`src/lsp_pkg.sv`:
```
package lsp_pkg;

	// -------------------------------------------------------------------
	// Fixed-point format and constants
	// -------------------------------------------------------------------
	localparam int FIX_W      = 32;           // Sign + 7 int + 24 frac
	localparam int MAG_W      = FIX_W - 1;    // Magnitude field width
	localparam int FRAC_BITS  = 24;
	localparam int ORDER      = 10;           // LPC order
	localparam int HALF_ORDER = ORDER / 2;    // Highest Chebyshev term

	typedef logic [FIX_W-1:0] fix_t;          // Sign-magnitude word

	localparam fix_t FIX_ONE     = 32'h0100_0000;
	localparam fix_t FIX_NEG_ONE = 32'h8100_0000;
	localparam fix_t FIX_ZERO    = 32'h0000_0000;

	// -------------------------------------------------------------------
	// Bundles
	// -------------------------------------------------------------------
	typedef struct packed {
		fix_t a0;                             // Always +1 for a real frame
		fix_t a1;
		fix_t a2;
		fix_t a3;
		fix_t a4;
		fix_t a5;
		fix_t a6;
		fix_t a7;
		fix_t a8;
		fix_t a9;
		fix_t a10;
	} lpc_coeffs_t;

	// Highest power first, c5 is the constant term
	typedef struct packed {
		fix_t c0;
		fix_t c1;
		fix_t c2;
		fix_t c3;
		fix_t c4;
		fix_t c5;
	} cheb_coeffs_t;

	typedef struct packed {
		cheb_coeffs_t p;                      // Sum polynomial
		cheb_coeffs_t q;                      // Difference polynomial
	} pq_coeffs_t;

	typedef struct packed {
		fix_t lsp0;                           // Closest to +1
		fix_t lsp1;
		fix_t lsp2;
		fix_t lsp3;
		fix_t lsp4;
		fix_t lsp5;
		fix_t lsp6;
		fix_t lsp7;
		fix_t lsp8;
		fix_t lsp9;
	} lsp_vec_t;

	// -------------------------------------------------------------------
	// Sign-magnitude arithmetic
	// -------------------------------------------------------------------
	// Negative zero folded to plain zero
	function automatic fix_t fix_norm(input fix_t a);
		return (a[MAG_W-1:0] == '0) ? FIX_ZERO : a;
	endfunction

	function automatic fix_t fix_add(input fix_t a, input fix_t b);
		logic [MAG_W-1:0] ma;
		logic [MAG_W-1:0] mb;
		fix_t r;
		ma = a[MAG_W-1:0];
		mb = b[MAG_W-1:0];
		if (a[MAG_W] == b[MAG_W])
			r = {a[MAG_W], ma + mb};          // Same sign, magnitudes add
		else if (ma >= mb)
			r = {a[MAG_W], ma - mb};          // a dominates
		else
			r = {b[MAG_W], mb - ma};
		return fix_norm(r);
	endfunction

	function automatic fix_t fix_neg(input fix_t a);
		return fix_norm({~a[MAG_W], a[MAG_W-1:0]});
	endfunction

	function automatic fix_t fix_mul(input fix_t a, input fix_t b);
		logic [2*MAG_W-1:0] ma;
		logic [2*MAG_W-1:0] mb;
		logic [2*MAG_W-1:0] prod;
		ma = a[MAG_W-1:0];                    // Zero extended
		mb = b[MAG_W-1:0];
		prod = ma * mb;
		return fix_norm({a[MAG_W] ^ b[MAG_W], prod[FRAC_BITS +: MAG_W]}); // Truncate
	endfunction

	function automatic fix_t fix_half(input fix_t a);
		return fix_norm({a[MAG_W], a[MAG_W-1:0] >> 1});
	endfunction

	function automatic fix_t fix_double(input fix_t a);
		return {a[MAG_W], a[MAG_W-2:0], 1'b0};
	endfunction

	// Product of the two would be <= 0
	function automatic logic fix_sign_differs(input fix_t a, input fix_t b);
		return (a[MAG_W-1:0] == '0) || (a[MAG_W] != b[MAG_W]);
	endfunction

endpackage

```
`src/cheb_eval.sv`:
```
`timescale 1ns/1ps

module cheb_eval (
	input  logic                  clk,
	input  logic                  rst,
	input  logic                  eval_start,
	input  lsp_pkg::fix_t         eval_x,
	input  lsp_pkg::cheb_coeffs_t eval_coeffs,
	output lsp_pkg::fix_t         eval_sum,
	output logic                  eval_done
);

	// Clenshaw form of sum c(5-i)*T_i(x)
	//   b(k) = c + 2x*b(k+1) - b(k+2), last step uses x instead of 2x

	lsp_pkg::fix_t [0:lsp_pkg::HALF_ORDER] c_r;  // Latched coefficients
	lsp_pkg::fix_t x_r;                          // Latched point
	lsp_pkg::fix_t b1;                           // b(k+1)
	lsp_pkg::fix_t b2;                           // b(k+2)
	lsp_pkg::fix_t mul_a;                        // Multiplier operand
	lsp_pkg::fix_t prod;
	lsp_pkg::fix_t b_new;
	logic [2:0]    k;                            // Coefficient index
	logic          busy;
	logic          go;
	logic          last;

	assign go   = eval_start && !busy;
	assign last = busy && (k == 3'(lsp_pkg::HALF_ORDER));

	// -------------------------------------------------------------------
	// One shared multiplier, one term per cycle
	// -------------------------------------------------------------------
	assign mul_a = last ? x_r : lsp_pkg::fix_double(x_r);
	assign prod  = lsp_pkg::fix_mul(mul_a, b1);
	assign b_new = lsp_pkg::fix_add(lsp_pkg::fix_add(c_r[k], prod), lsp_pkg::fix_neg(b2));

	always_ff @(posedge clk or negedge rst)
	begin
		if (!rst)
		begin
			busy      <= 1'b0;
			k         <= 3'd0;
			eval_done <= 1'b0;
		end
		else
		begin
			eval_done <= last;                    // Six cycles after start
			if (go)
			begin
				busy <= 1'b1;
				k    <= 3'd1;                     // c0 consumed at start
			end
			else if (last)
			begin
				busy <= 1'b0;
				k    <= 3'd0;
			end
			else if (busy)
				k <= k + 3'd1;
		end
	end

	always_ff @(posedge clk)
	begin
		if (go)
		begin
			x_r <= eval_x;
			c_r <= eval_coeffs;
			b1  <= eval_coeffs.c0;                // b5 = c0, since b6 = b7 = 0
			b2  <= lsp_pkg::FIX_ZERO;
		end
		else if (busy)
		begin
			b1 <= b_new;
			b2 <= b1;
			if (last)
				eval_sum <= b_new;                // Held until the next result
		end
	end

	// Requester must wait for eval_done before the next request
	a_no_overlap: assert property (@(posedge clk) disable iff (!rst)
		eval_start |-> !busy)
		else $error("cheb_eval: eval_start during a running evaluation");

endmodule

```
`config.mk`:
```
export PLATFORM = sky130hd
export DESIGN_NAME = cheb_eval
export DESIGN_NICKNAME = d
export VERILOG_FILES = /design/src/lsp_pkg.sv /design/src/cheb_eval.sv
export SDC_FILE = /design/constraint.sdc
export NUM_CORES = 2
export LEC_CHECK = 0
export BUFFER_PORTS_ARGS = -buffer_cell sky130_fd_sc_hd__buf_2
export CAP_MARGIN = 20
export CORE_MARGIN = 2
export CORE_UTILIZATION = 55
export DETAILED_ROUTE_END_ITERATION = 8
export PLACE_DENSITY = 0.84
export RECOVER_POWER = 50
export SYNTH_ARGS = -nofsm -noshare
export SYNTH_HDL_FRONTEND = slang
export SYNTH_SLANG_ARGS = --single-unit
export TNS_END_PERCENT = 1
```
`constraint.sdc`:
```
create_clock -name clk -period 19.7 [get_ports clk]
set_input_delay 0.985 -clock clk [delete_from_list [all_inputs] [get_ports clk]]
set_output_delay 0.985 -clock clk [all_outputs]
set_load 0.03 [all_outputs]
```
==> flow_metrics.env <==
export IMPL_htree_num_levels=2
export IMPL_rr_worst_depth=63
export IMPL_num_io_pins=260
export IMPL_maxCapViolations=2
export IMPL_grt_pass1_vias=40900
export IMPL_worst_setup_hold_path_clk_slew_ns=0.07
export IMPL_fin_tns_setup_ns=0
export IMPL_maximum_number_of_pins_on_one_net_before_global_route_repair=126
export IMPL_crit_reg2reg_capture="b1[31]$_DFFE_PP_"
export IMPL_route_vias_total=39300
export IMPL_std_cell_rows=111
export IMPL_rsz0062_at_grt="false"
export IMPL_synth_edff_count=288
export IMPL_drt_first_iter_violations=4181
export IMPL_yosysUniqueCellTypes=93
export IMPL_failed_checks="max-capacitance violations, max-slew violations"
export IMPL_regToRegSetupSlack_ns=1.05
export IMPL_synth_fp_nets=6801
export IMPL_post_synth_top_count_cell="sky130_fd_sc_hd__inv_1"
export IMPL_place_gp_congestion=0.993
export IMPL_critPathCaptureType="flip-flop"
export IMPL_timing_fmax_mhz=53.6
export IMPL_most_used_flip_flop_cell_after_synthesis="sky130_fd_sc_hd__edfxtp_1"
export IMPL_area_share_of_and_or_nand_nor_cells_after_synthesis_pct=14.8
export IMPL_cp_arrival_ns=18.98
export IMPL_dp_hpwl_um=122000
export IMPL_worst_slew_margin_rel_pct=-101
export IMPL_source_to_sink_clock_delay_at_the_later_pin_of_the_worst_skew_pair_ns=0.65
export IMPL_wl_per_cell_um=22.9
export IMPL_share_of_layout_cells_above_drive_strength_1_pct=8.47
export IMPL_holdBufCountCts=0
export IMPL_die_y_um=308
export IMPL_tritoncts_clock_tree="built"
export IMPL_ys_seq_area_share_pct=18.5
export IMPL_start_util_pct=55.6
export IMPL_worst_setup_path_start_kind="flip-flop"
export IMPL_run_status="finished with violations"
export IMPL_final_min_period_over_clock_period_pct=94.7
export IMPL_drc_errors=0
export IMPL_final_antenna_net_count=0
export IMPL_postSynthRegisterBits=325
export IMPL_synth_area_leader_cell="sky130_fd_sc_hd__fa_1"
export IMPL_pre_cts_slack_ns=0.736
export IMPL_synth_area_mux_share_pct=4.44
export IMPL_grtUsageTotal_pct=32.6
export IMPL_hold_viol_final=0
export IMPL_worst_slew_pin_slew_ns=3.01
export IMPL_mean_instance_size_in_the_synthesized_netlist_um2=9.50
export IMPL_path_class="reg -> reg"
export IMPL_placeableCoreArea_mm2=0.0917
export IMPL_skew_ns=0.0633
export IMPL_chipWidth_um=308
export IMPL_grt_first_pass_wirelength_um=236000
export IMPL_worst_hold_check_path_type="in -> async"
export IMPL_dieArea_mm2=0.0951
export IMPL_tritoncts_num_sinks=325
export IMPL_avgViaCountPerCell=5.93
export IMPL_io_buffer_count=259
export IMPL_synthesis_area_mm2=0.0509
export IMPL_postSynth_asyncResetShare_pct=1.54
export IMPL_slew_violations=72
export IMPL_yosysWarnings=0
export IMPL_drt_pre_antenna_iters=6
export IMPL_finalWorstSetupSlack_ns=1.05
export IMPL_r2r_start="k[0]$_DFFE_PN0P_"
export IMPL_timing_final_crit_period_ns=18.65
export IMPL_cts_root_buffer="sky130_fd_sc_hd__clkbuf_16"
export IMPL_critical_path_slowest_cell="sky130_fd_sc_hd__mux2_2"
export IMPL_nets=6858
export IMPL_worst_path_most_repeated_cell="sky130_fd_sc_hd__fa_1"
export IMPL_antenna_violations_before_repair=7
export IMPL_grt_overflow_total=0
export IMPL_synth_top_family_by_area="adder cells"
export IMPL_routed_wl_um=152000
export IMPL_synth_xor_area_share_pct=2.04
export IMPL_setup_violations=0
export IMPL_cts_root_to_sink_buffers=3
export IMPL_synth_fa_ha_area_share_pct=41.9
export IMPL_crit_path_max_fanout=31
export IMPL_synth_compound_area_share_pct=8.38
export IMPL_yosys_top_cells_area="sky130_fd_sc_hd__fa_1 32%, sky130_fd_sc_hd__edfxtp_1 17%, sky130_fd_sc_hd__ha_1 9.6%"
export IMPL_netlist_area_leader_share_pct=32.3
export IMPL_cts_inserted_buffers=38
export IMPL_layout_area_overhead_vs_synth_pct=6.60
export IMPL_critical_path_max_stage_delay_ns=0.71
export IMPL_required_ns=20.03
export IMPL_post_synth_most_frequent_cells="1015 x sky130_fd_sc_hd__inv_1, 823 x sky130_fd_sc_hd__fa_1, 674 x sky130_fd_sc_hd__nand2_1, 432 x sky130_fd_sc_hd__and2_1, 390 x sky130_fd_sc_hd__ha_1"
export IMPL_syn_inst=5361
-- metal layers --
layer,GRT usage (%),routed length [um]
met2,50.9,68600
met4,14.2,7420
met3,8.05,17400
met5,0,14
met1,43.5,58800
-- timing repair --
action	in CTS	in global routing
setup buffers	0	4
endpoints found under the setup margin	0	8
resized for setup	0	8
-- layout by cell type, fill, tap and decap left out, drive strengths merged, types with 22 or more instances in the layout --
cell type,count
and2,432
clkbuf,117
nand4,35
xor2,25
edfxtp,288
nor2,214
nand2,674
nand3,22
nor4,31
nor3,42
fa,823
a21o,75
dfxtp,32
o21ai,95
a21oi,224
xnor2,79
mux2,51
o21bai,45
buf,260
mux4,32
o31ai,53
inv,1020
ha,390
mux2i,96
-- layout make-up --
cell class,instances,area (um2)
Sequential cell,325,9420
Clock inverter,23,282
Antenna cell,1,2.50
Timing Repair Buffer,333,1790
Clock buffer,44,973
Inverter,1017,3830
Multi-Input combinational cell,3703,36500
Tap cell,1186,1480
Fill cell,7604,37400
-- critical path: cells and delay by family (launching register included) --
| family | cells | cell delay [ns] |
|---|---|---|
| AO/OA/AOI/OAI | 18 | 4.30 |
| XOR/XNOR | 3 | 0.80 |
| adder cells (fa/ha/maj) | 12 | 5.99 |
| buffers and inverters | 9 | 1.24 |
| flip-flops | 1 | 0.65 |
| multiplexers | 3 | 1.09 |
| AND/OR/NAND/NOR | 18 | 4.20 |
-- flip-flops by register name, indices dropped and copies added, names as in the netlist --
name	count
c_r	192
b1	32
b2	32
eval_sum	32
x_r	32
k	3
busy	1
eval_done	1
-- cells by family after synthesis --
family | Yosys count
DFF | 325
AOI/OAI and AO/OA | 651
and+or+nand+nor | 1555
adders and majority gates | 1213
xor gates and xnor gates | 104
muxes | 179
buffers and inverters | 1334
-- how the worst max path moves through the flow --
| stage | end | start | slack, ns | cells after the start |
|---|---|---|---|---|
| floorplan | b1[31]$_DFFE_PP_ | k[1]$_DFFE_PN0P_ | 3.78 | 68 |
| global placement | b1[31]$_DFFE_PP_ | k[0]$_DFFE_PN0P_ | 1.08 | 60 |
| detailed placement | b1[31]$_DFFE_PP_ | k[0]$_DFFE_PN0P_ | 0.74 | 62 |
| CTS | b1[31]$_DFFE_PP_ | k[0]$_DFFE_PN0P_ | 0.66 | 62 |
| global route | b1[31]$_DFFE_PP_ | k[0]$_DFFE_PN0P_ | 0.11 | 67 |
| finish | b1[31]$_DFFE_PP_ | k[0]$_DFFE_PN0P_ | 1.05 | 63 |
-- per-stage QoR --
step | utilization (%) | area (um2) | std cells | hold slack (ns)
2_1_floorplan | - | 50900 | 5361 | 0.446
3_3_place_gp | 57.8 | 53000 | 6558 | 0.458
3_5_place_dp | 57.8 | 53000 | 6558 | 0.464
4_1_cts | 59.2 | 54300 | 6625 | 0.208
5_1_grt | 59.2 | 54300 | 6631 | 0.409
6_report | 59.2 | 54300 | 6632 | 0.433
Power is left out: the tool's default activity adds up to more than one toggle a clock period on the data nets, which glitch-free logic cannot reach.
